$ cat src/hdl/hordePkg.sv
// Shared constants and types for the enemy horde.
// Coordinates are unsigned screen pixels with y growing downward, so North means smaller y.
// The readout word is 32 bits. The alive-mask view pads the upper bits with zeros.
package hordePkg;

    localparam int NumEnemies = 10;
    localparam int CoordW     = 10;
    localparam int HpW        = 7;

    // Arena limits, inclusive
    localparam logic [CoordW-1:0] ArenaXMax = 10'd640;
    localparam logic [CoordW-1:0] ArenaYMax = 10'd480;

    localparam logic [CoordW-1:0] SpawnXEven = 10'd632;  // Right edge, walks West
    localparam logic [CoordW-1:0] SpawnXOdd  = 10'd0;    // Left edge, walks East
    localparam logic [CoordW-1:0] SpawnY     = 10'd240;
    localparam logic [HpW-1:0]    SpawnHp    = 7'd127;

    localparam logic [CoordW-1:0] ChaseStep   = 10'd1;
    localparam logic [CoordW-1:0] KnockStep   = 10'd5;
    localparam logic [CoordW-1:0] ShotRange   = 10'd160;
    localparam logic [CoordW-1:0] AlignBand   = 10'd16;   // Half-width of the shot lane
    localparam logic [CoordW-1:0] ContactDist = 10'd24;

    typedef enum logic [1:0] {
        North = 2'd0,
        West  = 2'd1,
        South = 2'd2,
        East  = 2'd3
    } dir_e;

    // One enemy, 32 bits as read by the host
    typedef struct packed {
        logic [1:0]        rsvd;
        logic              alive;
        dir_e              facing;
        logic [HpW-1:0]    hp;
        logic [CoordW-1:0] x;
        logic [CoordW-1:0] y;
    } enemyRec_t;

    // Player state, 31 bits
    typedef struct packed {
        logic [CoordW-1:0] x;
        logic [CoordW-1:0] y;
        dir_e              facing;
        logic              shot;     // High during the frame a shot is fired
        logic [HpW:0]      damage;
    } playerInfo_t;

    typedef struct packed {
        logic       cyc;
        logic       stb;
        logic       we;
        logic [3:0] adr;
    } wbReq_t;

    typedef struct packed {
        logic [31-NumEnemies:0] pad;
        logic [NumEnemies-1:0]  mask;
    } aliveWord_t;

    // Readout word, decoded by address
    typedef union packed {
        enemyRec_t  rec;
        aliveWord_t aliveView;
    } hordeWord_u;

endpackage

$ cat src/hdl/hordeStatusPort.sv
// Wishbone classic slave, read only. Writes get an ack and change nothing.
// Address below NumEnemies reads a record, NumEnemies reads the alive mask, others read zero.
// The ack follows the request by one cycle and lasts one cycle.
`timescale 1ns/1ps

module hordeStatusPort (
    input  logic                  Clk,
    input  logic                  rstN,
    input  hordePkg::wbReq_t      wb,
    input  hordePkg::enemyRec_t   recs [hordePkg::NumEnemies],
    output hordePkg::hordeWord_u  wbData,
    output logic                  wbAck
);

    logic [hordePkg::NumEnemies-1:0] aliveMask;
    hordePkg::hordeWord_u            readWord;
    logic                            access;

    always_comb
    begin
        for (int i = 0; i < hordePkg::NumEnemies; i++)
            aliveMask[i] = recs[i].alive;
    end

    // Address decode
    always_comb
    begin
        readWord = '0;
        if (wb.adr < 4'(hordePkg::NumEnemies))
        begin
            readWord.rec = recs[wb.adr];
        end
        else if (wb.adr == 4'(hordePkg::NumEnemies))
        begin
            readWord.aliveView.mask = aliveMask;  // Upper bits stay zero
        end
    end

    // New cycle only while no ack is out
    assign access = wb.cyc && wb.stb && !wbAck;

    always_ff @(posedge Clk)
    begin
        if (!rstN)
        begin
            wbAck <= 1'b0;
        end
        else
        begin
            wbAck <= access;
        end
    end

    always_ff @(posedge Clk)
    begin
        if (access && !wb.we)
        begin
            wbData <= readWord;
        end
    end

endmodule

$ cat config.mk
export PLATFORM = sky130hd
export DESIGN_NAME = hordeStatusPort
export DESIGN_NICKNAME = d
export VERILOG_FILES = /design/src/hdl/hordePkg.sv /design/src/hdl/hordeStatusPort.sv
export SDC_FILE = /design/constraint.sdc
export NUM_CORES = 1
export LEC_CHECK = 0
export ABC_AREA = 1
export CORE_AREA = 5 5 136 138
export CTS_CLUSTER_SIZE = 24
export DETAILED_ROUTE_END_ITERATION = 12
export DIE_AREA = 0 0 141 143
export DONT_BUFFER_PORTS = 1
export GPL_ROUTABILITY_DRIVEN = 0
export GPL_TIMING_DRIVEN = 0
export REMOVE_ABC_BUFFERS = 1
export SYNTH_ARGS = -nofsm -noshare
export SYNTH_HDL_FRONTEND = slang
export SYNTH_SLANG_ARGS = --single-unit
$ cat constraint.sdc
create_clock -name Clk -period 3.1 [get_ports Clk]
set_input_delay 0.31 -clock Clk [delete_from_list [all_inputs] [get_ports Clk]]
set_output_delay 0.31 -clock Clk [all_outputs]
set_load 0.005 [all_outputs]
After elaboration in Yosys (flattened, before gate mapping)
Index checks and enable logic that the tools add are counted.
{"block": "totals", "reg_bits": 33, "elab_cells": 17, "in_bits": 329}
{"block": "classes", "n_lt_le_gt_ge": 2, "n_eq_ne": 1, "bitwise": 1, "n_reduce_logical": 5, "muxes": 5}
{"cell": "$bmux W32 S4", "count": 1}
{"cell": "$mux W32", "count": 2}
{"cell": "$mux W10", "count": 2}
{"cell": "$ge A5 B5 Y1 const B", "count": 1}
{"cell": "$not A4 Y5", "count": 1}
{"cell": "$eq A4 B4 Y1 const B", "count": 1}
{"cell": "$lt A4 B4 Y1 const B", "count": 1}
{"cell": "$logic_and A1 B1 Y1", "count": 3}
{"cell": "$logic_not A1 Y1", "count": 2}

Logic depth before layout (Yosys ltp)
{"block": "logic_depth", "depth_word": 5, "ltp_mapped": 10, "depth_no_buf": 9}

Least setup slack after synthesis
OpenSTA, ideal clock, no wires.
{"block": "synth_path", "path_kind": "register to register", "from": "register wbAck", "to": "register wbData[0] (netlist bit), enable pin", "slack_ps": 848, "required_time_ps": 2679, "arrival_ps": 1831, "path_stages_with_launch": 3, "setup_time_ps": 421, "path_cell_list": "dfxtp_1 -> nand3b_1 -> nor2_1"}
{"block": "synth_via", "elab_chain_len": 3}
{"item": "start: declaration", "line": "hordeStatusPort.sv:12", "text": "output logic wbAck"}
{"item": "start signal: assignment", "line": "hordeStatusPort.sv:50", "text": "wbAck <= access;"}
{"item": "$logic_not A1 Y1", "line": "hordeStatusPort.sv:40", "text": "assign access = wb.cyc && wb.stb && !wbAck;"}
{"item": "$logic_and A1 B1 Y1", "line": "hordeStatusPort.sv:40"}
{"item": "$logic_and A1 B1 Y1", "line": "hordeStatusPort.sv:56", "text": "if (access && !wb.we)"}
{"item": "end signal: assignment", "line": "hordeStatusPort.sv:58", "text": "wbData <= readWord;"}
{"item": "end: declaration", "line": "hordeStatusPort.sv:11", "text": "output hordePkg::hordeWord_u wbData,"}
No other way between the ends.
A chain may end at the register's enable or synchronous reset.

==> reports/results.ini <==
[logic_synthesis]
async_flop_share = 0
ys_warn_count = 0
synth_ff_type = edfxtp_1
synth-edff-count = 32
synth_area_leaders = nand2_1 30%, nand3_1 19%, edfxtp_1 19%
ys_top_cells_by_count = 399 x nand2_1, 192 x nand3_1, 181 x inv_1
synth_area_um2 = 4938
ys_seq_area_frac = 0.1986
ys_seq_elements = 33
yosysMostFrequentCell = nand2_1
synth_top_cell_area_share = 0.3033
synth_cells = 949
avgSynthCellArea_um2 = 5.204
ys_types = 22
synth_top_cell_by_area = nand2_1

[clocking]
path_clk_slew_ns = 0.06
cts_tree = built
post_cts_buffers = 0
cts_resized = 0
cts_buffers = 5
cts_sinks = 33
clk_latency_ns = 0.29
htreeDepth = 2
ctsHoldBuffers = 0
clockBufferDepth = 2
cts-root-buf = clkbuf_16

[timing]
fin_crit_sh = 0.5492
rsz0062_at_grt = false
slew_violations = 0
slew_headroom = 0.1429
finalSetupTns_ns = 0
setup_viol = 0
fin_crit_ns = 1.702
hold_viol = 0
skew_ns = 0.01033
fin_hold_ws_ns = 0.1443
max_slew.worst_pin.slew_ns = 1.284
max_clock_freq_ghz = 0.5874

[floorplanning]
num_rows = 48
die_h_um = 143
die_area_um2 = 20160
core-area_um2 = 17060
initial_utilization = 0.2895
ioPinCount = 362
die_x_um = 141

[finish]
final_cells = 1124
fin_area_um2 = 5079
n_antenna_cell = 0
area_growth_pct = 2.838
final_layout_size_suffix_gt1_frac = 0.03448
fin_nets = 1227

[setup_path]
crit_path_cell_trace = inv_1 > nand3_1 > nand3_1 > nand2_1
crit_path_end = wbData[0]
startpoint = wb[2]
cp_data_required_time_ns = 3.15
cp.arrival_ns = 1.75
max_stage_delay_ns = 0.92
cp-end-kind = register
r2r_slack_ns = 1.50
r2r-start = wbAck
critPathLaunchType = primary input
critPathMaxFanout = 35
critical_path_buf_inv_count = 1
worstSetupPathType = in2reg
slowest_stage = inv_1
cpMostUsedCell = nand3_1
r2r_end = wbData[24]
reg2reg_depth = 3
crit_family = buffers and inverters
cp_num_cells = 4

[placement]
placement.io_buffers = 0
dp_hpwl_mm = 13.20
placed_cell_area_um2 = 4916
dp_cells = 1116

[drt]
viasPerCell = 4.946
ant_nets = 0
avgRoutedWirePerCell_um = 16.18
drtIter0Drc = 281
dr_total_vias = 5559
drc_errors = 0
first_pass_iters = 5
wl_mm = 18.18

[grt]
grt_max_degree = 185
grt_overflow = 0
grt_pass1_wl_mm = 26.70
antenna_found_initial = 0
grt_usage = 0.1676
first_global_vias = 4981

[job]
cap_violations = 0

[power_and_ir_drop]
leakage_uw = 0.002942
power.total_uw = 1507
power_density_nw_per_um2 = 296.7
ir_drop_v = 0.0001538

[outcome]
outcome = finished, final reports clean

[hold_path]
hp-class = in2reg

registers in the layout (all words and copies together) (netlist names):
name	cells
wbAck	1
wbData	32
how the worst min path moves through the flow:
stage               from  depth (start not counted)     to
finish              rstN                          2  wbAck
global route        rstN                          2  wbAck
CTS                 rstN                          2  wbAck
detailed placement  rstN                          2  wbAck
global placement    rstN                          2  wbAck
floorplan           rstN                          2  wbAck
area by class of cell:
type	instances	area, µm²
Clock inverter	2	33.78
Fill cell	1977	11980
Multi-Input combinational cell	671	2899
Clock buffer	6	128.9
Tap cell	225	281.5
Sequential cell	33	980.9
Inverter	185	699.4
Timing Repair Buffer	2	55.05
logic make-up (layout without fill, tap and decap cells):
| logic type | count (synthesis) | after routing | share of synthesized area |
|---|---|---|---|
| DFF | 33 | 33 | 0.1986 |
| buffers and inverters | 245 | 195 | 0.2159 |
| and+or+nand+nor | 636 | 636 | 0.5495 |
| AOI/OAI and AO/OA | 35 | 35 | 0.03598 |
through the flow:
step / setup WS (ns) / utilization
floorplan: 0.8475 / -
global placement: -0.1988 / 0.2844
detailed placement: 1.064 / 0.2882
CTS: 1.392 / 0.2978
global route: 1.268 / 0.2978
finish: 1.398 / 0.2978
routing by layer:
layer  vias to the layer above  global-route usage  routed length (µm)
met5                         -                   0                   0
met4                         0             0.05711                 501
met3                        34             0.04521                1688
met2                       299              0.2916                8975
met1                      2459              0.2002                7016
li1                       2767                   -                   -
placed cells by master (no fill, tap or decap):
master	count
a21oi_1	27
buf_16	2
bufinv_16	1
clkbuf_1	1
clkbuf_16	5
clkinv_1	1
dfxtp_1	1
edfxtp_1	32
inv_1	181
inv_2	2
inv_4	2
nand2_1	399
nand2_4	1
nand3_1	192
nand3b_1	1
nor2_1	25
nor2_4	2
nor2_8	2
o211ai_1	1
o21ai_0	3
o21ai_1	4
or2_2	14
report_power, final:
group / switching, µW / internal, µW / leakage [µW]
clock: 194 / 377 / 0.0000785
combinational: 251 / 159 / 0.00256
sequential: 10.2 / 516 / 0.000303
total: 456 / 1050 / 0.00294
No activity file was read; power rests on OpenSTA's default activity.
