`src/hdl/hordePkg.sv`:
```
// Shared constants and types for the enemy horde.
// Coordinates are unsigned screen pixels with y growing downward, so North means smaller y.
// The readout word is 32 bits. The alive-mask view pads the upper bits with zeros.
package hordePkg;

    localparam int NumEnemies = 10;
    localparam int CoordW     = 10;
    localparam int HpW        = 7;

    // Arena limits, inclusive
    localparam logic [CoordW-1:0] ArenaXMax = 10'd640;
    localparam logic [CoordW-1:0] ArenaYMax = 10'd480;

    localparam logic [CoordW-1:0] SpawnXEven = 10'd632;  // Right edge, walks West
    localparam logic [CoordW-1:0] SpawnXOdd  = 10'd0;    // Left edge, walks East
    localparam logic [CoordW-1:0] SpawnY     = 10'd240;
    localparam logic [HpW-1:0]    SpawnHp    = 7'd127;

    localparam logic [CoordW-1:0] ChaseStep   = 10'd1;
    localparam logic [CoordW-1:0] KnockStep   = 10'd5;
    localparam logic [CoordW-1:0] ShotRange   = 10'd160;
    localparam logic [CoordW-1:0] AlignBand   = 10'd16;   // Half-width of the shot lane
    localparam logic [CoordW-1:0] ContactDist = 10'd24;

    typedef enum logic [1:0] {
        North = 2'd0,
        West  = 2'd1,
        South = 2'd2,
        East  = 2'd3
    } dir_e;

    // One enemy, 32 bits as read by the host
    typedef struct packed {
        logic [1:0]        rsvd;
        logic              alive;
        dir_e              facing;
        logic [HpW-1:0]    hp;
        logic [CoordW-1:0] x;
        logic [CoordW-1:0] y;
    } enemyRec_t;

    // Player state, 31 bits
    typedef struct packed {
        logic [CoordW-1:0] x;
        logic [CoordW-1:0] y;
        dir_e              facing;
        logic              shot;     // High during the frame a shot is fired
        logic [HpW:0]      damage;
    } playerInfo_t;

    typedef struct packed {
        logic       cyc;
        logic       stb;
        logic       we;
        logic [3:0] adr;
    } wbReq_t;

    typedef struct packed {
        logic [31-NumEnemies:0] pad;
        logic [NumEnemies-1:0]  mask;
    } aliveWord_t;

    // Readout word, decoded by address
    typedef union packed {
        enemyRec_t  rec;
        aliveWord_t aliveView;
    } hordeWord_u;

endpackage

```
`src/hdl/spawnAllocator.sv`:
```
// Grants a spawn request to the lowest free slot, registered.
// The grant is a one-cycle one-hot pulse. A request with every slot alive is dropped.
// The alive mask must be settled when the request arrives.
`timescale 1ns/1ps

module spawnAllocator (
    input  logic                           Clk,
    input  logic                           rstN,
    input  logic                           spawnReq,
    input  logic [hordePkg::NumEnemies-1:0] aliveMask,
    output logic [hordePkg::NumEnemies-1:0] spawnGrant
);

    logic [hordePkg::NumEnemies-1:0] grantNext;
    logic                            slotFound;

    // Priority encoder, slot 0 wins
    always_comb
    begin
        grantNext = '0;
        slotFound = 1'b0;
        for (int i = 0; i < hordePkg::NumEnemies; i++)
        begin
            if (spawnReq && !slotFound && !aliveMask[i])
            begin
                grantNext[i] = 1'b1;
                slotFound    = 1'b1;
            end
        end
    end

    always_ff @(posedge Clk)
    begin
        if (!rstN)
        begin
            spawnGrant <= '0;
        end
        else
        begin
            spawnGrant <= grantNext;  // Zero when no request
        end
    end

endmodule

```
`config.mk`:
```
export PLATFORM = sky130hd
export DESIGN_NAME = spawnAllocator
export DESIGN_NICKNAME = d
export VERILOG_FILES = /design/src/hdl/hordePkg.sv /design/src/hdl/spawnAllocator.sv
export SDC_FILE = /design/constraint.sdc
export NUM_CORES = 1
export LEC_CHECK = 0
export ABC_CLOCK_PERIOD_IN_PS = 800
export BUFFER_PORTS_ARGS = -buffer_cell sky130_fd_sc_hd__buf_4
export CAP_MARGIN = 0
export CORE_AREA = 2 2 39 41
export DETAILED_ROUTE_END_ITERATION = 7
export DIE_AREA = 0 0 41 43
export GPL_TIMING_DRIVEN = 1
export HOLD_SLACK_MARGIN = 0.1
export PLACE_DENSITY = 0.54
export SETUP_SLACK_MARGIN = 0.5
export SLEW_MARGIN = 20
export SYNTH_ARGS = -nofsm -noshare
export SYNTH_HDL_FRONTEND = slang
export SYNTH_SLANG_ARGS = --single-unit
export TNS_END_PERCENT = 1
```
`constraint.sdc`:
```
create_clock -name Clk -period 0.8 [get_ports Clk]
set_clock_uncertainty 0.15 [all_clocks]
set_input_delay 0.04 -clock Clk [delete_from_list [all_inputs] [get_ports Clk]]
set_output_delay 0.04 -clock Clk [all_outputs]
set_load 0.01 [all_outputs]
```
Word level (Yosys, flattened, before mapping)
Cells that the tools add are included.
Cells by class
  reductions and logical operators: 38
  muxes and demuxes: 18
Operators with widths (number)
  logical AND 1 bit: 19
  zero test 1 bit: 19
  2-to-1 mux 1 bit: 18
Word-level totals
  output and inout bits: 10
  word-level logic and storage cells: 57
  flip-flop bits (word level): 10
  bits of input ports: 13

Depth between registers and ports, before layout
Gate-level depths: netlist of the first run.
  word-level depth: 39
  mapped depth: 2
  gate-level depth less buffers: 2

Worst setup path after synthesis of the first run
OpenSTA, ideal clock, no wires.
  path type: input to register
  from: input port aliveMask[5] in the netlist's numbering
  to: register spawnGrant[9] in the netlist's numbering
  buffers on the path: 0
  arrival time: 0.475 ns
  stages: 2
  slack: 0.087 ns
  cell sequence: nand4_1 > nor4_2
Between the ends
  longest elaborated chain between the ends: 19
Ends and longest elaborated chain
  start, declared: line spawnAllocator.sv:10  | input logic [hordePkg::NumEnemies-1:0] aliveMask,
  zero test 1 bit *: line spawnAllocator.sv:24  | if (spawnReq && !slotFound && !aliveMask[i])
  logical AND 1 bit *: line spawnAllocator.sv:24
  2-to-1 mux 1 bit *: line spawnAllocator.sv:24
  zero test 1 bit: line spawnAllocator.sv:24
  logical AND 1 bit (2 in a row): line spawnAllocator.sv:24
  2-to-1 mux 1 bit *: line spawnAllocator.sv:24
  zero test 1 bit: line spawnAllocator.sv:24
  logical AND 1 bit (2 in a row): line spawnAllocator.sv:24
  2-to-1 mux 1 bit *: line spawnAllocator.sv:24
  zero test 1 bit: line spawnAllocator.sv:24
  logical AND 1 bit (2 in a row): line spawnAllocator.sv:24
  2-to-1 mux 1 bit *: line spawnAllocator.sv:24
  zero test 1 bit *: line spawnAllocator.sv:24
  logical AND 1 bit * (2 in a row): line spawnAllocator.sv:24
  2-to-1 mux 1 bit *: line spawnAllocator.sv:24
  end signal, assigned: line spawnAllocator.sv:40  | spawnGrant <= grantNext;
  end, declared: line spawnAllocator.sv:11  | output logic [hordePkg::NumEnemies-1:0] spawnGrant
Every way passes the cells marked *; elsewhere a longest branch is shown, timed or not.
A chain may end at the register's enable or synchronous reset.

Worst setup path in the final report of the first run
  from: register spawnGrant[3] in the netlist's numbering
  to: output port spawnGrant[3] in the netlist's numbering
No word-level cell between the ends.

==> impl_results.md, run 1 <==
* Total Nets Final at 70
* DRT iter0 DRCs at 10
* Worst Path Max Fanout at 1
* GPL Wtd Cong at 0.7027
* Buf/Inv on CP at 1
* Pin count of the biggest net entering global routing at 9
* # Max-Cap Violations at 0
* Simple-Gate Fraction of Synth Area at 40.52%
* Final hold slack at -0.2345 ns
* Unrepaired setup endpoints after global routing: true
* Post-synthesis mux area share at 0%
* # Post-CTS Setup Buffers at 0
* Core Area at 0.001384 mm^2
* Ys Warns at 0
* Final non-filler cell total at 72
* Top flop regs: spawnGrant (10)
* Final Max Tran Viols at 0
* DIE AREA at 0.001763 mm^2
* Synthesized area per cell at 12.95 um^2
* Clock Path Buffers at 2
* Top post-synthesis cells by area: dfxtp_1 59%, nor4b_2 8.9%, nor4_2 7.4%
* Compound-cell area share of the yosys netlist at 0%
* Largest family of logic cells by synthesized area: simple AND/OR/NAND/NOR gates
* Clk slew on worst S/H paths at 0.07 ns
* Final period utilization at 110.6%
* Top reg by flops: spawnGrant
* CTS Root Cell: clkbuf_4
* Setup_tns at -0.7521 ns
* CP endpoint kind: primary output
* Crit path DAT at 0.69 ns
* Vias at 319
* GRT Overall Usage at 10.38%
* Critical path cell sequence: buf_6
* Area leader, netlist: dfxtp_1
* Peak VDD IR at 622.3 uV
* Cell Pwr Density at 1561 mW/mm^2
* Tightest Pin Transition at 0.2261 ns
* Dpl ws at -0.05013 ns
* Adder-Cell Fraction of Synth Area at 0%
* CP delay by family, top: flip-flops
* Pre-Repair DR Iteration Count at 4
* First-pass GRT wire length at 1.276 mm
* Final WS setup at -0.08454 ns
* Drt drc at 0
* Sink Count at 10
* Status: complete, but fails checks
* Cell row count at 14
* Fin area at 704.4 um^2
* Ports at 23
* Slowest-stage cell, CP: dfxtp_2
* Gr ovfl total at 0
* Fin crit period at 0.8845 ns
* Worst rel slew slack at 84.88%
* Register area share after synthesis at 59.48%
* Mapped Nets at 39
* # port buffers at 22
* Chip width at 41 um
* Die Span Y at 43 um
* Total number of H-tree levels at 1
* Final Hold Fails at 10
* Leakage at 0.2914 nW
* DP HPWL at 565 um
* Fmax at 1131 MHz
* # diodes at 0
* Syn-to-layout area delta at 109.3%
* Yosys reg bits at 10
* Fraction of layout cells with a size suffix above 1 at 89.29%
* Area share of the largest cell type after synthesis at 59.48%
* Cell Area, Placed at 551.8 um^2
* Starting density of the core at 24.32%
* Wire length per cell at 11.15 um
* CTS tree: built
* Via density at 4.431
* Finish-stage setup viols at 10
* Fin util at 50.90%
* Post-synthesis xor/xnor area fraction at 0%
* Post-Synthesis Cell Area at 336.6 um^2
* Routed Wire Length at 803 um
* Critical path start-end classification: reg2out
* Slowest stage delay, CP at 0.32 ns
* Failing checks: negative hold slack, negative setup slack
* Post-Syn Instances at 26
* Dpl cells at 68
* CP required at 0.61 ns
* CTS buffer count at 3
* Number of global-route vias before repair at 331
* Initial antenna violation count at 0
* Max reg flops at 10
* Post-synthesis cell type count at 12
* Antenna-violating nets left at 0
* HP Class: in2reg
* CP startpoint kind: flop
* Total power at 1.100 mW
[Yosys cell counts]
master / n
nor3b_1: 1
nand3_1: 1
nor2_1: 2
nand4_4: 1
dfxtp_1: 10
and3b_2: 1
nand4_1: 1
nand2_1: 2
nor4_2: 2
nand2b_1: 1
nor4b_2: 2
nor3_1: 2
[path summary, 6_finish.rpt]
path	start	end	cells past startpoint	slack, ns
worst max-delay path	spawnGrant[3]$_SDFF_PN0_	spawnGrant[3]	1	-0.08
worst min-delay path	aliveMask[4]	spawnGrant[4]$_SDFF_PN0_	2	-0.23
[layer usage]
layer	vias up	wire [um]	GRT usage, %
li1	158	-	-
met3	2	56	3.141
met1	144	285	13.36
met4	0	13	3.333
met5	-	0	0
met2	15	448	15.94
[report_power, final]
group / internal, mW / switching [mW]
clock: 0.276 / 0.172
combinational: 0.0943 / 0.0518
sequential: 0.503 / 0.00224
total: 0.874 / 0.226
[layout make-up]
class	count	area, um^2
Fill cell	133	679.4
Timing Repair Buffer	26	281.5
Sequential cell	10	212.7
Multi-Input combinational cell	16	153.9
Clock buffer	4	36.28
Tap cell	16	20.02
[layout by cell type (no fill, tap or decap)]
cell and count:
buf_6 15, dfxtp_2 10, buf_4 7, buf_8 4, clkbuf_4 3, nand2_1 2
nor4_2 2, nor4b_2 2, nand4_4 1, nand4_1 1, nand2b_1 1, nor3_1 1
nor3_2 1, nor3b_2 1, nor2_2 1, nand3_2 1, nor2_1 1, and3b_2 1
clkbuf_8 1
[cells by family (layout without fill, tap and decap cells)]
| family | after synthesis | in the layout |
|---|---|---|
| simple gates | 16 | 16 |
| buf+inv | 0 | 30 |
| flops | 10 | 10 |
[what timing repair did]
action / 4_1_cts / 5_1_grt
gates resized for setup: 27 / 10
hold endpoints to repair: 10 / 10
pin swaps: 12 / 11
setup endpoints to repair: 20 / 20
No activity file was read; power rests on OpenSTA's default activity.
==> run 2, diff against run 1 <==
--- a/config.mk
+++ b/config.mk
@@ -14,7 +14,7 @@
 export GPL_TIMING_DRIVEN = 1
 export HOLD_SLACK_MARGIN = 0.1
 export PLACE_DENSITY = 0.54
-export SETUP_SLACK_MARGIN = 0.5
+export SETUP_SLACK_MARGIN = 0.3
 export SLEW_MARGIN = 20
 export SYNTH_ARGS = -nofsm -noshare
 export SYNTH_HDL_FRONTEND = slang
==> impl_results.md, run 2 (same netlist as run 1, synthesis figures left out) <==
* Status: complete, but fails checks
* Failing checks: negative hold slack, negative setup slack
* # Post-CTS Setup Buffers at 0
* Total number of H-tree levels at 1
* Drt drc at 0
* Die Span Y at 43 um
* Sink Count at 10
* # Max-Cap Violations at 0
* Pin count of the biggest net entering global routing at 9
* DP HPWL at 565 um
* Unrepaired setup endpoints after global routing: true
* Antenna-violating nets left at 0
* Slowest stage delay, CP at 0.32 ns
* Dpl ws at -0.05013 ns
* Via density at 4.375
* Most frequent cells in the layout: 15 x buf_6, 10 x dfxtp_2, 8 x buf_4
* Fin crit period at 0.8820 ns
* M1 wire length at 282 um
* CP delay by family, top: flip-flops
* CP required at 0.61 ns
* Highest routed layer: met3
* Fmax at 1134 MHz
* Met3 wire length at 56 um
* Slowest-stage cell, CP: dfxtp_2
* Final Hold Fails at 10
* CTS buffer count at 3
* Setup_tns at -0.7194 ns
* Pre-Repair DR Iteration Count at 4
* Ports at 23
* HP Class: in2reg
* Clock Power Share at 40.7%
* Syn-to-layout area delta at 104.8%
* Fraction of layout cells with a size suffix above 1 at 85.71%
* Final hold slack at -0.2315 ns
* Clk slew on worst S/H paths at 0.07 ns
* GPL Wtd Cong at 0.7027
* DIE AREA at 0.001763 mm^2
* CTS Root Cell: clkbuf_4
* Top flop regs: spawnGrant (10)
* Core Area at 0.001384 mm^2
* Fillers at 136
* Clock Path Buffers at 2
* Final Max Tran Viols at 0
* Final period utilization at 110.3%
* GRT Overall Usage at 10.18%
* Worst Path Max Fanout at 1
* Top reg by flops: spawnGrant
* CTS tree: built
* Wire length on met2 at 442 um
* Chip width at 41 um
* Gr ovfl total at 0
* Logic pwr share at 12.8%
* Cell Pwr Density at 1578 mW/mm^2
* DRT iter0 DRCs at 4
* Seq pwr share at 46.5%
* Commonest non-fill, non-tap cell in the layout: buf_6
* Routed Wire Length at 782 um
* Final WS setup at -0.08201 ns
* Cell row count at 14
* Finish-stage setup viols at 10
* Leakage at 0.2881 nW
* Initial antenna violation count at 0
* Wire length per cell at 10.86 um
* Int Power at 0.8691 mW
* Max reg flops at 10
* Starting density of the core at 24.32%
* CP startpoint kind: flop
* # diodes at 0
* Buf/Inv on CP at 1
* Vias at 315
* Peak VDD IR at 618.2 uV
* First-pass GRT wire length at 1.248 mm
* Crit path DAT at 0.69 ns
* Worst rel slew slack at 84.80%
* CP endpoint kind: primary output
* Critical path cell sequence: buf_6
* Critical path start-end classification: reg2out
* Psw at 0.2187 mW
* # port buffers at 22
* Total Nets Final at 70
* Sw frac at 20.11%
* Tightest Pin Transition at 0.2273 ns
* Number of global-route vias before repair at 328
==> run 2: cell type report <==
class / count / area [um^2] / area share, %
repair buffers: 26 / 274.0 / 39.75
flip-flops and latches: 10 / 212.7 / 30.85
multi-input cells: 16 / 146.4 / 21.23
clock buffers: 4 / 36.28 / 5.263
well taps: 16 / 20.02 / 2.904
==> run 2: repair_timing <==
item / 4_1_cts / 5_1_grt
gates resized for setup: 22 / 11
endpoints found under the hold margin: 10 / 10
pin swaps: 6 / 7
setup endpoints to repair: 14 / 17
==> run 2: power groups by stage <==
stage	clock network, mW	registers [mW]	logic [mW]
final	0.443	0.506	0.139
after global routing	0.489	0.506	0.151
after CTS	0.458	0.505	0.130
after detailed placement	0	0.516	0.113
after global placement	0	0.516	0.112
after floorplan	0	0.519	0.0221
==> run 2: per-stage QoR <==
step	cell area (um^2)	cells	utilization [%]	hold WS, ns	total power [mW]
detailed placement	551.8	68	39.87	0.07122	0.6288
global placement	551.8	68	39.87	0.07466	0.6281
CTS	660.6	72	47.74	-0.2292	1.093
floorplan	336.6	26	-	-0.03899	0.5406
finish	689.4	72	49.82	-0.2315	1.088
global route	689.4	72	49.82	-0.2388	1.146
==> run 2: worst paths after layout <==
| path | from | to | slack (ns) | cells after the start |
|---|---|---|---|---|
| worst max-delay path | spawnGrant[3]$_SDFF_PN0_ | spawnGrant[3] | -0.08 | 1 |
| worst min-delay path | aliveMask[4] | spawnGrant[4]$_SDFF_PN0_ | -0.23 | 2 |
==> run 2: per-layer routing <==
| layer | track usage [%] | vias up |
|---|---|---|
| li1 | - | 157 |
| met1 | 13.36 | 145 |
| met2 | 15.31 | 13 |
| met5 | 0 | - |
| met4 | 3.333 | 0 |
| met3 | 3.141 | 0 |
