File: src/hdl/hordePkg.sv
// Shared constants and types for the enemy horde.
// Coordinates are unsigned screen pixels with y growing downward, so North means smaller y.
// The readout word is 32 bits. The alive-mask view pads the upper bits with zeros.
package hordePkg;

    localparam int NumEnemies = 10;
    localparam int CoordW     = 10;
    localparam int HpW        = 7;

    // Arena limits, inclusive
    localparam logic [CoordW-1:0] ArenaXMax = 10'd640;
    localparam logic [CoordW-1:0] ArenaYMax = 10'd480;

    localparam logic [CoordW-1:0] SpawnXEven = 10'd632;  // Right edge, walks West
    localparam logic [CoordW-1:0] SpawnXOdd  = 10'd0;    // Left edge, walks East
    localparam logic [CoordW-1:0] SpawnY     = 10'd240;
    localparam logic [HpW-1:0]    SpawnHp    = 7'd127;

    localparam logic [CoordW-1:0] ChaseStep   = 10'd1;
    localparam logic [CoordW-1:0] KnockStep   = 10'd5;
    localparam logic [CoordW-1:0] ShotRange   = 10'd160;
    localparam logic [CoordW-1:0] AlignBand   = 10'd16;   // Half-width of the shot lane
    localparam logic [CoordW-1:0] ContactDist = 10'd24;

    typedef enum logic [1:0] {
        North = 2'd0,
        West  = 2'd1,
        South = 2'd2,
        East  = 2'd3
    } dir_e;

    // One enemy, 32 bits as read by the host
    typedef struct packed {
        logic [1:0]        rsvd;
        logic              alive;
        dir_e              facing;
        logic [HpW-1:0]    hp;
        logic [CoordW-1:0] x;
        logic [CoordW-1:0] y;
    } enemyRec_t;

    // Player state, 31 bits
    typedef struct packed {
        logic [CoordW-1:0] x;
        logic [CoordW-1:0] y;
        dir_e              facing;
        logic              shot;     // High during the frame a shot is fired
        logic [HpW:0]      damage;
    } playerInfo_t;

    typedef struct packed {
        logic       cyc;
        logic       stb;
        logic       we;
        logic [3:0] adr;
    } wbReq_t;

    typedef struct packed {
        logic [31-NumEnemies:0] pad;
        logic [NumEnemies-1:0]  mask;
    } aliveWord_t;

    // Readout word, decoded by address
    typedef union packed {
        enemyRec_t  rec;
        aliveWord_t aliveView;
    } hordeWord_u;

endpackage

File: src/hdl/enemyUnit.sv
// One enemy slot. A frame tick starts a judge cycle, then a move cycle.
// Ticks must be at least 3 cycles apart so frames never overlap.
// A spawn pulse reloads the record and cancels a frame in progress.
// Moves past the arena edge leave that coordinate where it was.
`timescale 1ns/1ps

module enemyUnit #(
    parameter int SlotIdx = 0
) (
    input  logic                  Clk,
    input  logic                  rstN,
    input  logic                  spawn,
    input  logic                  frameTick,
    input  hordePkg::playerInfo_t player,
    output hordePkg::enemyRec_t   rec
);

    logic                         judgePend;
    logic                         movePend;
    logic                         hitPend;   // Knockback owed in the move cycle
    hordePkg::dir_e               knockDir;

    logic                         uRight, uLeft, uBelow, uAbove;
    logic [hordePkg::CoordW-1:0]  dx, dy;
    logic                         hit;
    logic [2*hordePkg::CoordW-1:0] dxSq, dySq;
    logic [2*hordePkg::CoordW:0]  distSq;

    hordePkg::dir_e               moveDir;
    logic [hordePkg::CoordW-1:0]  moveStep;
    logic                         moveEn;
    logic [hordePkg::CoordW-1:0]  xNext, yNext;

    function automatic logic [hordePkg::CoordW-1:0] stepUp(
        input logic [hordePkg::CoordW-1:0] c,
        input logic [hordePkg::CoordW-1:0] s,
        input logic [hordePkg::CoordW-1:0] lim
    );
        logic [hordePkg::CoordW:0] sum;
        sum = {1'b0, c} + {1'b0, s};
        return (sum > {1'b0, lim}) ? c : sum[hordePkg::CoordW-1:0];
    endfunction

    function automatic logic [hordePkg::CoordW-1:0] stepDown(
        input logic [hordePkg::CoordW-1:0] c,
        input logic [hordePkg::CoordW-1:0] s
    );
        return (c < s) ? c : c - s;
    endfunction

    // Position relative to the player
    assign uRight = rec.x > player.x;
    assign uLeft  = rec.x < player.x;
    assign uBelow = rec.y > player.y;
    assign uAbove = rec.y < player.y;
    assign dx     = uRight ? rec.x - player.x : player.x - rec.x;
    assign dy     = uBelow ? rec.y - player.y : player.y - rec.y;

    assign dxSq   = {{hordePkg::CoordW{1'b0}}, dx} * {{hordePkg::CoordW{1'b0}}, dx};
    assign dySq   = {{hordePkg::CoordW{1'b0}}, dy} * {{hordePkg::CoordW{1'b0}}, dy};
    assign distSq = {1'b0, dxSq} + {1'b0, dySq};

    // Shot lane check along the player's facing
    always_comb
    begin
        hit = 1'b0;
        if (player.shot)
        begin
            case (player.facing)
                hordePkg::North: hit = uAbove && dy <= hordePkg::ShotRange
                                       && dx <= hordePkg::AlignBand;
                hordePkg::South: hit = uBelow && dy <= hordePkg::ShotRange
                                       && dx <= hordePkg::AlignBand;
                hordePkg::West:  hit = uLeft && dx <= hordePkg::ShotRange
                                       && dy <= hordePkg::AlignBand;
                default:         hit = uRight && dx <= hordePkg::ShotRange
                                       && dy <= hordePkg::AlignBand;
            endcase
        end
    end

    // Knockback wins over chasing
    always_comb
    begin
        moveEn   = 1'b1;
        moveDir  = knockDir;
        moveStep = hordePkg::KnockStep;
        if (!hitPend)
        begin
            moveStep = hordePkg::ChaseStep;
            if (distSq <= (2*hordePkg::CoordW+1)'(hordePkg::ContactDist)
                          * (2*hordePkg::CoordW+1)'(hordePkg::ContactDist))
                moveEn = 1'b0;                          // In contact, hold
            else if (dx >= dy)
                moveDir = uRight ? hordePkg::West : hordePkg::East;   // X on a tie
            else
                moveDir = uBelow ? hordePkg::North : hordePkg::South;
        end

        xNext = rec.x;
        yNext = rec.y;
        if (moveEn)
        begin
            case (moveDir)
                hordePkg::North: yNext = stepDown(rec.y, moveStep);
                hordePkg::South: yNext = stepUp(rec.y, moveStep, hordePkg::ArenaYMax);
                hordePkg::West:  xNext = stepDown(rec.x, moveStep);
                default:         xNext = stepUp(rec.x, moveStep, hordePkg::ArenaXMax);
            endcase
        end
    end

    always_ff @(posedge Clk)
    begin
        if (!rstN)
        begin
            rec       <= '0;
            judgePend <= 1'b0;
            movePend  <= 1'b0;
            hitPend   <= 1'b0;
        end
        else if (spawn)
        begin
            rec.rsvd  <= '0;
            rec.alive <= 1'b1;
            rec.hp    <= hordePkg::SpawnHp;
            rec.y     <= hordePkg::SpawnY;
            if (SlotIdx % 2 == 0)
            begin
                rec.facing <= hordePkg::West;
                rec.x      <= hordePkg::SpawnXEven;
            end
            else
            begin
                rec.facing <= hordePkg::East;
                rec.x      <= hordePkg::SpawnXOdd;
            end
            judgePend <= 1'b0;
            movePend  <= 1'b0;
            hitPend   <= 1'b0;
        end
        else
        begin
            judgePend <= frameTick && rec.alive;
            movePend  <= judgePend;
            if (judgePend && hit)
            begin
                if ({1'b0, rec.hp} <= player.damage)
                begin
                    rec.hp    <= '0;
                    rec.alive <= 1'b0;  // Slot free for the allocator
                end
                else
                begin
                    rec.hp   <= rec.hp - player.damage[hordePkg::HpW-1:0];
                    hitPend  <= 1'b1;
                    knockDir <= player.facing;
                end
            end
            if (movePend && rec.alive)
            begin
                rec.x   <= xNext;
                rec.y   <= yNext;
                hitPend <= 1'b0;
                if (!hitPend && moveEn)
                    rec.facing <= moveDir;  // Face the way it chases
            end
        end
    end

endmodule

File: config.mk
export PLATFORM = sky130hd
export DESIGN_NAME = enemyUnit
export DESIGN_NICKNAME = d
export VERILOG_FILES = /design/src/hdl/hordePkg.sv /design/src/hdl/enemyUnit.sv
export SDC_FILE = /design/constraint.sdc
export NUM_CORES = 1
export LEC_CHECK = 0
export ABC_AREA = 1
export BUFFER_PORTS_ARGS = -buffer_cell sky130_fd_sc_hd__buf_4
export CAP_MARGIN = 20
export CORE_MARGIN = 3
export CORE_UTILIZATION = 58
export DETAILED_ROUTE_END_ITERATION = 8
export MAX_ROUTING_LAYER = met4
export PLACE_DENSITY = 0.76
export SLEW_MARGIN = 20
export SYNTH_ARGS = -nofsm -noshare
export SYNTH_HDL_FRONTEND = slang
export SYNTH_SLANG_ARGS = --single-unit
File: constraint.sdc
create_clock -name Clk -period 19.3 [get_ports Clk]
set_clock_uncertainty 0.15 [all_clocks]
set_input_delay 1.93 -clock Clk [delete_from_list [all_inputs] [get_ports Clk]]
set_output_delay 1.93 -clock Clk [all_outputs]
set_load 0.02 [all_outputs]
# Word level (Yosys, flattened, before mapping)
# Cells that the tools add are included.
word_totals:
  input_bits: 35
  elab_cells: 118
  register_bits: 35
classes:
  n_addsub: 10
  eq_ne: 13
  reduce_logical: 34
  n_lt_le_gt_ge: 15
  multipliers: 2
  n_mux: 28
  bitwise_logic: 4
op_table:
  columns: ["op", "n"]
  rows:
  - ["$mux 10", 8]
  - ["$sub 10x10->10", 6]
  - ["$lt 10x10->1", 4]
  - ["$mul 10x10->20", 2]
  - ["$pmux 10 s2", 2]
  - ["$mux 30", 1]
  - ["$add 10x10->11", 2]
  - ["$add 20x20->21", 1]
  - ["$le 21x10->1 const B", 1]
  - ["$gt 10x10->1", 2]
  - ["$le 10x5->1 const B", 2]
  - ["$le 10x8->1 const B", 2]
  - ["$mux 20", 1]
  - ["$reduce_and 5->1", 4]
  - ["$mux 2", 7]
  - ["$mux 7", 2]
  - ["$logic_and 1x1->1", 12]
  - ["$reduce_bool 2->1", 6]
  - ["$gt 11x10->1 const B", 1]
  - ["$gt 11x9->1 const B", 1]
  - ["$ge 10x10->1", 1]
  - ["$ne 3x3->1 const B", 3]
  - ["$le 7x8->1", 1]
  - ["$reduce_and 2->1", 4]
  - ["16 further kinds", 30]

# Logic depth before layout (Yosys ltp)
# Gate-level depths: netlist of the first run.
logic_depth:
  word_depth: 13
  depth_mapped: 54

# Least setup slack after synthesis of the first run
# OpenSTA, ideal clock, no wires.
synth_timing:
  path_kind: "in2reg"
  from: "in player[21] (netlist bit)"
  to: "reg rec[16] (netlist bit)"
  cell_stages: 46
  setup_ns: 0.113
  n_path_buf: 2
  arrival_time_ns: 9.570
  setup_slack_ns: 9.467
  cell_sequence: "inv_1 -> ha_1 -> inv_1 -> fa_1 -> nand3_1 -> nand3_1 -> nand2_1 -> o211ai_1 -> xor2_1 -> nand2_1 -> a21boi_0 -> clkbuf_1 -> inv_1 -> nand2_1 -> fa_1 -> fa_1 -> inv_1 -> fa_1 -> (+10 left out) -> nand2_1 -> a21oi_1 -> nand3_1 -> nand2_1 -> nand2_1 -> nor2_2 -> nand4_4 -> nand2_4 -> nand2_4 -> nand2_8 -> inv_6 -> nand2_2 -> buf_6 -> nand2_2 -> nand2_1 -> nor2_1 -> nor2_1 -> nor2_1"
synth_between:
  elab_chain_len: 13
synth_lines:
  columns: ["element", "line", "text"]
  rows:
  - ["from (decl)", "enemyUnit.sv:14", "input hordePkg::playerInfo_t player,"]
  - ["$sub 10x10->10 or $gt 10x10->1 (tied branches)", "enemyUnit.sv:56, enemyUnit.sv:52", null]
  - ["$mux 10", "enemyUnit.sv:56", "assign dx = uRight ? rec.x - player.x : player.x - rec.x;"]
  - ["$mul 10x10->20", "enemyUnit.sv:59", "assign dxSq = {{hordePkg::CoordW{1'b0}}, dx} * {{hordePkg::CoordW{1'b0}}, dx};"]
  - ["$add 20x20->21", "enemyUnit.sv:61", "assign distSq = {1'b0, dxSq} + {1'b0, dySq};"]
  - ["$le 21x10->1", "enemyUnit.sv:91", "if (distSq <= (2*hordePkg::CoordW+1)'(hordePkg::ContactDist)"]
  - ["$mux 2", "enemyUnit.sv:91", null]
  - ["$mux 2", "enemyUnit.sv:88", "if (!hitPend)"]
  - ["$eq 2x2->1 or $logic_not 2->1 (tied branches)", "enemyUnit.sv:104", "case (moveDir)"]
  - ["$reduce_or 2->1 (no line)", null, null]
  - ["$pmux 10 s2", "enemyUnit.sv:104", null]
  - ["$mux 10", "enemyUnit.sv:102", "if (moveEn)"]
  - ["$mux 20", "enemyUnit.sv:160", "if (movePend && rec.alive)"]
  - ["$mux 30", "enemyUnit.sv:122", "else if (spawn)"]
  - ["to (decl)", "enemyUnit.sv:15", "output hordePkg::enemyRec_t rec"]
# Several ways; a longest one is shown, not always the timed one. The select of a mux whose other input is x is not followed.
# A chain may end at the register's enable or synchronous reset.

# Final worst setup path of the first run
layout_timing:
  from: "in player[16] (netlist bit)"
  to: "reg rec[18] (netlist bit)"
layout_between:
  elab_chain_len: 11
layout_lines:
  columns: ["element", "line", "text"]
  rows:
  - ["$sub 10x10->10 or $gt 10x10->1 (tied branches)", "enemyUnit.sv:57, enemyUnit.sv:54", null]
  - ["$mux 10", "enemyUnit.sv:57", "assign dy = uBelow ? rec.y - player.y : player.y - rec.y;"]
  - ["$mul 10x10->20", "enemyUnit.sv:60", "assign dySq = {{hordePkg::CoordW{1'b0}}, dy} * {{hordePkg::CoordW{1'b0}}, dy};"]
  - ["$add 20x20->21", "enemyUnit.sv:61", null]
  - ["$le 21x10->1", "enemyUnit.sv:91", null]
  - ["$mux 2", "enemyUnit.sv:91", null]
  - ["$mux 2", "enemyUnit.sv:88", null]
  - ["$eq 2x2->1 or $logic_not 2->1 (tied branches)", "enemyUnit.sv:104", null]
  - ["$reduce_or 2->1 (no line)", null, null]
  - ["$not 1->1 (no line)", null, null]
  - ["$reduce_and 5->1 (no line)", null, null]
# Several ways; a longest one is shown, not always the timed one.

==> results of run 1 <==
==> sequential cells by signal, summed over array words and instances (netlist names) <==
signal     flops
rec           30
knockDir       2
hitPend        1
judgePend      1
movePend       1
==> final cells by class <==
| cell class | count | area share (%) |
|---|---|---|
| clock inverters | 2 | 0.1333 |
| clock buffers | 6 | 1.230 |
| multi-input cells | 1222 | 74.66 |
| flip-flops and latches | 35 | 5.905 |
| well taps | 260 | 2.665 |
| repair buffers | 65 | 3.998 |
| inverters | 369 | 11.41 |
==> synthesized netlist by cell type, drive strengths merged (7+ instances only) <==
master / n / area [sq um]
buf: 22 / 148.9
nand3b: 7 / 52.55
nand2: 385 / 1540
nand3: 81 / 432.9
fa: 135 / 2703
nor3: 17 / 90.09
ha: 148 / 1852
xor2: 62 / 543.0
a21oi: 65 / 325.3
nand4: 16 / 136.4
xnor2: 15 / 131.4
dfxtp: 33 / 660.6
clkbuf: 14 / 52.55
inv: 368 / 1389
nor2: 220 / 872.1
o21ai: 36 / 180.2
==> layer usage <==
| metal | track usage, % | up-vias | wire (microns) |
|---|---|---|---|
| met2 | 47.90 | 328 | 14020 |
| li1 | - | 5104 | - |
| met4 | 4.610 | 0 | 439 |
| met1 | 38.05 | 4845 | 13130 |
| met3 | 4.252 | 46 | 1991 |
| met5 | - | - | 0 |
==> metrics by stage <==
step | instance area [sq um] | worst slack (ns) | instances
2_1_floorplan | 11430 | 9.467 | 1662
3_3_place_gp | 12040 | 8.233 | 1951
5_1_grt | 12210 | 7.624 | 1959
4_1_cts | 12210 | 8.378 | 1959
3_5_place_dp | 12040 | 8.106 | 1951
6_report | 12210 | 8.316 | 1959
==> critical path, delay by kind of cell <==
kind                     cells  cell delay, ns
AO/OA/AOI/OAI                3            1.25
AND/OR/NAND/NOR             21            2.95
adder cells (fa/ha/maj)      9            4.07
buffers and inverters        9            0.84
==> logic make-up (layout without fill, tap and decap cells) <==
logic type	after synthesis	after routing	synth area share [%]
flops	35	35	6.309
simple gates	730	730	27.58
other cells	1	2	0.03283
buf+inv	405	442	13.95
xor+xnor	77	77	5.904
fa+ha+maj	283	283	39.87
compound gates	130	130	6.353
==> how the worst max path moves through the flow <==
stage / startpoint / endpoint / cells after the start
after floorplan: player[21] / rec[16] / 46
after global placement: player[11] / rec[17] / 45
after detailed placement: player[11] / rec[17] / 45
after CTS: player[11] / rec[17] / 45
after global routing: player[11] / rec[15] / 43
final: player[16] / rec[18] / 42
==> summary.txt, run 1 <==
Async set-reset flop share out of synthesis - 0%
Router iterations before antenna repair - 5
MaxCap Viol Count - 0
Gr usage total - 28.71%
Critical Path RT - 19.35 ns
Clk_lat worst skew - 0.28 ns
FMAX - 91.04 MHz
# DRC - 0
Die X - 146.3 microns
Sink Count - 35
Hold Path Class - flop to flop
Kind of critical path - input pin to flop
R2R Path End - rec[18]
CTS resizes - 0
Post-CTS Setup Bufs - 0
Clk pin slew, worst setup/hold paths - 0.06 ns
Nets@finish - 2016
DRT Wirelength - 29.58 mm
WHS Path Cells - 2
GRT overflow - 0
YS warnings - 0
Initial DRC count - 559
Hold Path End - movePend
Synth cell types - 52
Seq/Total Area, Yosys - 6.309%
Endpoint arrival time on the critical path - 11.04 ns
Core Box Area - 19020 sq um
Worst Path Max Fanout - 16
# setup viols final - 0
WL/cell - 15.10 microns
Buffers added on ports - 64
Global-route wire length before repair - 49.54 mm
Max stage delay on crit path - 0.95 ns
Flop2flop setup slack - 9.53 ns
Final Hold Viols - 0
Initial core utilization - 60.07%
Clk root buf - clkbuf_16
Syn-to-layout area delta - 6.846%
Via density - 5.270
Hold_sp - judgePend
Die height - 146.3 microns
Max Root-Sink Buffers - 2
Ratio of cells with drive above 1 in the final layout - 7.946%
Detail Route Antenna Nets - 0
EDFF count, synth - 2
Minimum clock period - 10.98 ns
Unrepaired setup endpoints after global routing - no
Fin util - 64.18%
Number of synthesized register bits - 35
GP Congestion - 0.9542
Multi-input logic area - 9112 sq um
Synth Area per Inst - 6.877 sq um
Worst path slowest cell - o21ai_1
Top_reg_cell synth - dfxtp_1
Critical Path Start Type - input pin
Worst slew pin tran - 1.083 ns
Crit end category - flop
Std cell rows - 50
Setup TNS - 0 ns
Diode count - 0
Crit share post-route - 56.91%
FF/Latch Area - 720.7 sq um
Synthesized instance count - 1661
# hold bufs at CTS - 0
Die area - 21420 sq um
Reg-to-reg startpoint - rec[0]
Cts bufs inserted - 5
CTS tree - yes
Hold slack - 0.2906 ns
Via count - 10323
FILL cells - 1814
Most common cell after layout, fill and taps aside - nand2_1
Largest net degree at the start of global routing - 21
Status - completed
Worst R2R Path Depth - 41
H-tree depth - 2
Slew Viols, Final - 0
# IOs - 67
Initial antenna violation count - 0
Rel. slew slack - 27.28%
Vias in the first global route - 10340
Commonest non-fill, non-tap cells in the layout - nand2_1 (364), inv_1 (346), nor2_1 (211)
DPL Wire Length - 25.69 mm
Synth Cell Area - 11420 sq um
Power of run 1 is left out: the tool's default activity adds up to more than one toggle a clock period on the data nets, which glitch-free logic cannot reach.
==> inputs of run 2 (changes only) <==
--- a/config.mk
+++ b/config.mk
@@ -5,14 +5,14 @@
 export SDC_FILE = /design/constraint.sdc
 export NUM_CORES = 1
 export LEC_CHECK = 0
-export ABC_AREA = 1
+export ABC_AREA = 0
 export BUFFER_PORTS_ARGS = -buffer_cell sky130_fd_sc_hd__buf_4
 export CAP_MARGIN = 20
 export CORE_MARGIN = 3
 export CORE_UTILIZATION = 58
 export DETAILED_ROUTE_END_ITERATION = 8
 export MAX_ROUTING_LAYER = met4
-export PLACE_DENSITY = 0.76
+export PLACE_DENSITY = 0.8
 export SLEW_MARGIN = 20
 export SYNTH_ARGS = -nofsm -noshare
 export SYNTH_HDL_FRONTEND = slang
==> constraint.sdc (replaced) <==
create_clock -name Clk -period 9.2 [get_ports Clk]
set_clock_uncertainty 0.15 [all_clocks]
set_input_delay 0.92 -clock Clk [delete_from_list [all_inputs] [get_ports Clk]]
set_output_delay 0.92 -clock Clk [all_outputs]
set_load 0.02 [all_outputs]
==> summary.txt, run 2 <==
Top cells by count, synth - inv_1 (250), ha_1 (148), fa_1 (135)
H-tree depth - 2 (unchanged)
DRT Wirelength - 37.37 mm (+26%)
# IOs - 67 (unchanged)
Commonest non-fill, non-tap cells in the layout - buf_4 (351), inv_1 (237), ha_1 (130)
Syn-to-layout area delta - 40.20%
Vias in the first global route - 10992 (+6.3%)
Max stage delay on crit path - 0.57 ns (-0.38 ns)
Via density - 6.086 (+15%)
Die height - 139.8 microns (-4.5%)
FMAX - 97.66 MHz
Max Root-Sink Buffers - 2 (unchanged)
WHS Path Cells - 2 (unchanged)
Async set-reset flop share out of synthesis - 0% (unchanged)
# setup viols final - 22 (+22)
EDFF count, synth - 2 (unchanged)
MaxCap Viol Count - 0 (unchanged)
Crit share post-route - 111.3%
Unrepaired setup endpoints after global routing - yes
Sink Count - 35 (unchanged)
Cts bufs inserted - 5 (unchanged)
Die area - 19530 sq um (-8.8%)
Global-route wire length before repair - 54.48 mm (+10%)
Seq/Total Area, Yosys - 6.945% (+0.64 points)
GP Congestion - 0.9482 (-0.63%)
Pre-CTS setup slack - -1.474 ns (-9.580 ns)
Top_reg_cell synth - dfxtp_1
Regs by FF count - rec: 30 flops, knockDir: 2 flops
Critical Path RT - 9.18 ns (-10.17 ns)
Worst R2R Path Depth - 40 (-2.4%)
Minimum clock period - 10.24 ns
Detail Route Antenna Nets - 0 (unchanged)
Endpoint arrival time on the critical path - 10.22 ns (-0.82 ns)
Initial core utilization - 59.58% (-0.48 points)
Clk root buf - clkbuf_16
Crit end category - flop
Ratio of cells with drive above 1 in the final layout - 35.40% (+27 points)
Router iterations before antenna repair - 8 (+3)
Number of synthesized register bits - 35 (unchanged)
Slew Viols, Final - 0 (unchanged)
Initial DRC count - 1250 (+120%)
Die X - 139.8 microns (-4.5%)
Status - complete, but fails checks
Crit-path most repeated cell - fa_1
Synth top area share - 26.04% (+2.4 points)
# hold bufs at CTS - 0 (unchanged)
CTS tree - yes
Worst Path Max Fanout - 6 (-10)
Kind of critical path - input pin to flop
Rel. slew slack - 48.11% (+21 points)
Synth cell types - 80 (+54%)
Ranking of synthesized cells by area - fa_1 (26%), ha_1 (18%), inv_1 (9.0%)
Gr usage total - 35.25% (+6.5 points)
Final setup margin - -1.040 ns (-9.356 ns)
Buffers added on ports - 64 (unchanged)
Hold slack - 0.3714 ns (+0.08079 ns)
Largest register FFs - 30 (unchanged)
YS warnings - 0 (unchanged)
Setup TNS - -17.61 ns (-17.61 ns)
GRT overflow - 0 (unchanged)
Diode count - 0 (unchanged)
Synth Cell Area - 10380 sq um (-9.2%)
Clk_lat worst skew - 0.29 ns (about the same)
Final Hold Viols - 0 (unchanged)
Cell with the most instances after synthesis - inv_1
Std cell rows - 48 (-4.0%)
Critical Path Start Type - input pin
WL/cell - 20.49 microns (+36%)
Clk pin slew, worst setup/hold paths - 0.06 ns (about the same)
Hold Path Class - flop to flop
Worst slew pin tran - 0.7676 ns (-0.3159 ns)
Nets@finish - 1916 (-5.0%)
Initial antenna violation count - 0 (unchanged)
Synthesized instance count - 1249 (-25%)
# DRC - 0 (unchanged)
Most common cell after layout, fill and taps aside - buf_4
Core Box Area - 17420 sq um (-8.4%)
Synth Area per Inst - 8.309 sq um (+21%)
Failing checks - setup timing
Largest reg by FF count - rec
DPL Wire Length - 26.18 mm (+1.9%)
Worst path slowest cell - fa_1
Largest net degree at the start of global routing - 18 (-14%)
Via count - 11101 (+7.5%)
Cell accounting for the most synthesized area - fa_1
run 2: changes by cell type in the layout (fill, tap and decap cells not counted), moves of 16 or more:
cell / delta
buf_6: +22
mux2i_1: +20
ha_1: -18
nand2_1: -288
nand2b_1: +16
nand3_1: -63
nor2_1: -113
a21o_1: +18
ha_4: +17
buf_4: +286
inv_1: -109
xor2_1: -50
run 2: worst paths after layout:
check	endpoint	slack, ns	start
worst max-delay path	rec[11]	-1.04	player[21]
worst min-delay path	judgePend	0.37	rec[29]
worst max register to register	rec[11]	-0.81	rec[10]
worst min register to register	judgePend	0.37	rec[29]
run 2: logic make-up after synthesis:
family	after synthesis	share of synthesized area (%)
simple gates	315	14.25
buf+inv	291	10.89
fa+ha+maj	283	43.89
compound gates	229	14.89
xor+xnor	51	4.521
mux	44	4.582
flops	35	6.945
other cells	1	0.03614
run 2: area by class of cell:
| type | instances | area, sq um |
|---|---|---|
| multi-input cells | 925 | 9475 |
| inverters | 254 | 962.2 |
| flip-flops and latches | 35 | 720.7 |
| well taps | 225 | 281.5 |
| clock buffers | 8 | 156.4 |
| repair buffers | 377 | 2953 |
| fillers | 924 | 2868 |
run 2: metrics by stage:
stage,cells,util (%),area (sq um)
3_5_place_dp,1762,75.24,13110
4_1_cts,1800,79.73,13890
6_report,1824,83.53,14550
2_1_floorplan,1250,-,10580
3_3_place_gp,1762,75.24,13110
5_1_grt,1824,83.53,14550
run 2: what timing repair did:
| action | in CTS | in global routing |
|---|---|---|
| pin swaps | 66 | 50 |
| gates resized for setup | 93 | 93 |
| endpoints found under the setup margin | 22 | 22 |
| setup buffers | 29 | 25 |
| gates cloned | 2 | 0 |
run 2: layer usage:
layer | vias to the layer above | part of all wire (%) | GRT usage, %
met5 | - | 0 | -
met4 | 0 | 5.7 | 12.90
met3 | 224 | 9.2 | 5.155
met2 | 742 | 48 | 57.46
met1 | 5338 | 37 | 44.86
li1 | 4797 | - | -
run 2: worst max-delay path, delay by kind of cell:
| family | cells | cell delay, ns |
|---|---|---|
| AND/OR/NAND/NOR | 3 | 0.40 |
| buffers and inverters | 11 | 1.16 |
| XOR/XNOR | 1 | 0.22 |
| adder cells (fa/ha/maj) | 10 | 4.04 |
| AO/OA/AOI/OAI | 11 | 2.23 |
| multiplexers | 4 | 1.24 |
Power of run 2 is left out for the same reason.
==> inputs of run 3 (changes only) <==
--- a/config.mk
+++ b/config.mk
@@ -5,7 +5,7 @@
 export SDC_FILE = /design/constraint.sdc
 export NUM_CORES = 1
 export LEC_CHECK = 0
-export ABC_AREA = 0
+export ABC_AREA = 1
 export BUFFER_PORTS_ARGS = -buffer_cell sky130_fd_sc_hd__buf_4
 export CAP_MARGIN = 20
 export CORE_MARGIN = 3
==> summary.txt, run 3 (synthesis results as in run 1) <==
Via count - 10920 (-1.6%)
Worst R2R Path Depth - 45 (+13%)
FF/Latch Area - 720.7 sq um (unchanged)
Router iterations before antenna repair - 8 (unchanged)
GRT overflow - 0 (unchanged)
Global-route wire length before repair - 50.74 mm (-6.9%)
Commonest non-fill, non-tap cells in the layout - nand2_1 (350), inv_1 (344), nor2_1 (196)
Minimum clock period - 8.792 ns (-1.448 ns)
GP Congestion - 0.9831 (+3.7%)
WL/cell - 14.81 microns (-28%)
H-tree depth - 2 (unchanged)
Final Hold Viols - 0 (unchanged)
Largest register FFs - 30 (unchanged)
Initial core utilization - 60.07% (+0.48 points)
Buffers added on ports - 64 (unchanged)
# setup viols final - 0 (-100%)
Vias in the first global route - 10920 (-0.66%)
# IOs - 67 (unchanged)
Hold slack - 0.2863 ns (-0.08502 ns)
Slew Viols, Final - 0 (unchanged)
Multi-input logic area - 9305 sq um (-1.8%)
Detail Route Antenna Nets - 0 (unchanged)
Ratio of cells with drive above 1 in the final layout - 16.82% (-19 points)
# DRC - 0 (unchanged)
Initial DRC count - 765 (-39%)
Hold Path End - movePend
Syn-to-layout area delta - 16.89%
Sink Count - 35 (unchanged)
Std cell rows - 50 (+4.2%)
Via density - 5.250 (-14%)
Clk root buf - clkbuf_16
Status - completed
Max stage delay on crit path - 0.55 ns (-0.02 ns)
Crit-path most repeated cell - nand2_1
Rel. slew slack - 49.62% (+1.5 points)
Clk pin slew, worst setup/hold paths - 0.05 ns (about the same)
Most common cell after layout, fill and taps aside - nand2_1
Crit end category - flop
Critical Path Start Type - input pin
Worst path slowest cell - fa_1
FILL cells - 1655 (+79%)
Worst Path Max Fanout - 13 (+7)
Clk_lat worst skew - 0.28 ns (about the same)
Hold_sp - judgePend
Crit share post-route - 95.57% (-16 points)
Gr usage total - 29.35% (-5.9 points)
Regs by FF count - rec: 30 flops, knockDir: 2 flops
DPL Wire Length - 26.55 mm (+1.4%)
Fin util - 70.21% (-13 points)
Worst slew pin tran - 0.7530 ns (-0.01461 ns)
Die area - 21420 sq um (+9.6%)
Core Box Area - 19020 sq um (+9.2%)
MaxCap Viol Count - 0 (unchanged)
FMAX - 113.7 MHz (+16%)
DRT Wirelength - 30.81 mm (-18%)
Largest reg by FF count - rec
Hold Path Class - flop to flop
R2R Path End - rec[7]
Kind of critical path - input pin to flop
Largest net degree at the start of global routing - 21 (+3)
Die height - 146.3 microns (+4.7%)
CTS tree - yes
Cts bufs inserted - 5 (unchanged)
Worst Path Buf+Inv - 10 (-1)
Die X - 146.3 microns (+4.7%)
Endpoint arrival time on the critical path - 8.81 ns (-1.41 ns)
Initial antenna violation count - 1 (+1)
Critical Path RT - 9.21 ns (+0.03 ns)
Flop2flop setup slack - 0.62 ns (+1.43 ns)
WHS Path Cells - 2 (unchanged)
Nets@finish - 2136 (+11%)
Top delay family on crit path - adder cells
Reg-to-reg startpoint - rec[10]
Max Root-Sink Buffers - 2 (unchanged)
[run 3: changes by cell type in the layout (fill, tap and decap cells not counted), sizes merged, moves of 8 or more]
cell and change:
mux2i -31, inv +117, a21o -18, nand3 +64
a31oi -11, buf -192, xnor2 -20, nand2b -17
or2 -8, nand2 +297, mux2 -14, xor2 +46
nor2 +110, and3 -10
[run 3: through the flow]
step / instances / setup TNS (ns) / worst slack, ns / instance area [sq um]
2_1_floorplan: 1662 / 0 / 0.3771 / 11430
4_1_cts: 2077 / 0 / 0.05464 / 13140
5_1_grt: 2080 / -0.06924 / -0.02043 / 13350
3_5_place_dp: 2069 / -3.682 / -0.2190 / 12970
6_report: 2080 / 0 / 0.4078 / 13350
3_3_place_gp: 2069 / -1.956 / -0.1313 / 12970
[run 3: worst max-delay path by stage]
stage | to | from | slack (ns) | cells past startpoint
6_report | rec[7] | player[11] | 0.41 | 45
3_5_place_dp | rec[16] | player[11] | -0.22 | 42
4_1_cts | rec[7] | player[11] | 0.05 | 42
2_1_floorplan | rec[16] | player[21] | 0.38 | 46
3_3_place_gp | rec[13] | player[11] | -0.13 | 42
5_1_grt | rec[7] | player[11] | -0.02 | 44
[run 3: tightest hold or removal path, stage by stage (launching register included)]
cell and delay (ns):
dfxtp_1 0.31, inv_1 0.05, nor2_1 0.04
[run 3: layout make-up]
class / count / area share (%)
multi-input cells: 1222 / 69.69
repair buffers: 185 / 10.78
inverters: 369 / 10.47
flip-flops and latches: 35 / 5.397
well taps: 260 / 2.436
clock buffers: 7 / 0.9933
clock inverters: 1 / 0.2249
diodes: 1 / 0.01874
[run 3: routing by layer]
layer / share of wire (%) / wire, microns / vias up / global-route usage (%)
met4: 3.1 / 956 / 0 / 8.796
met5: 0 / 0 / - / -
met3: 6.1 / 1889 / 77 / 3.942
li1: - / - / 5350 / -
met1: 43 / 13160 / 5137 / 37.80
met2: 48 / 14810 / 356 / 48.53
[run 3: repair_timing]
| item | CTS | global route |
|---|---|---|
| gates resized for setup | 0 | 62 |
| setup endpoints to repair | 0 | 22 |
| hold endpoints to repair | 0 | 0 |
| buffers inserted | 0 | 2 |
| hold buffers | 0 | 0 |
Power of run 3 is left out for the same reason.
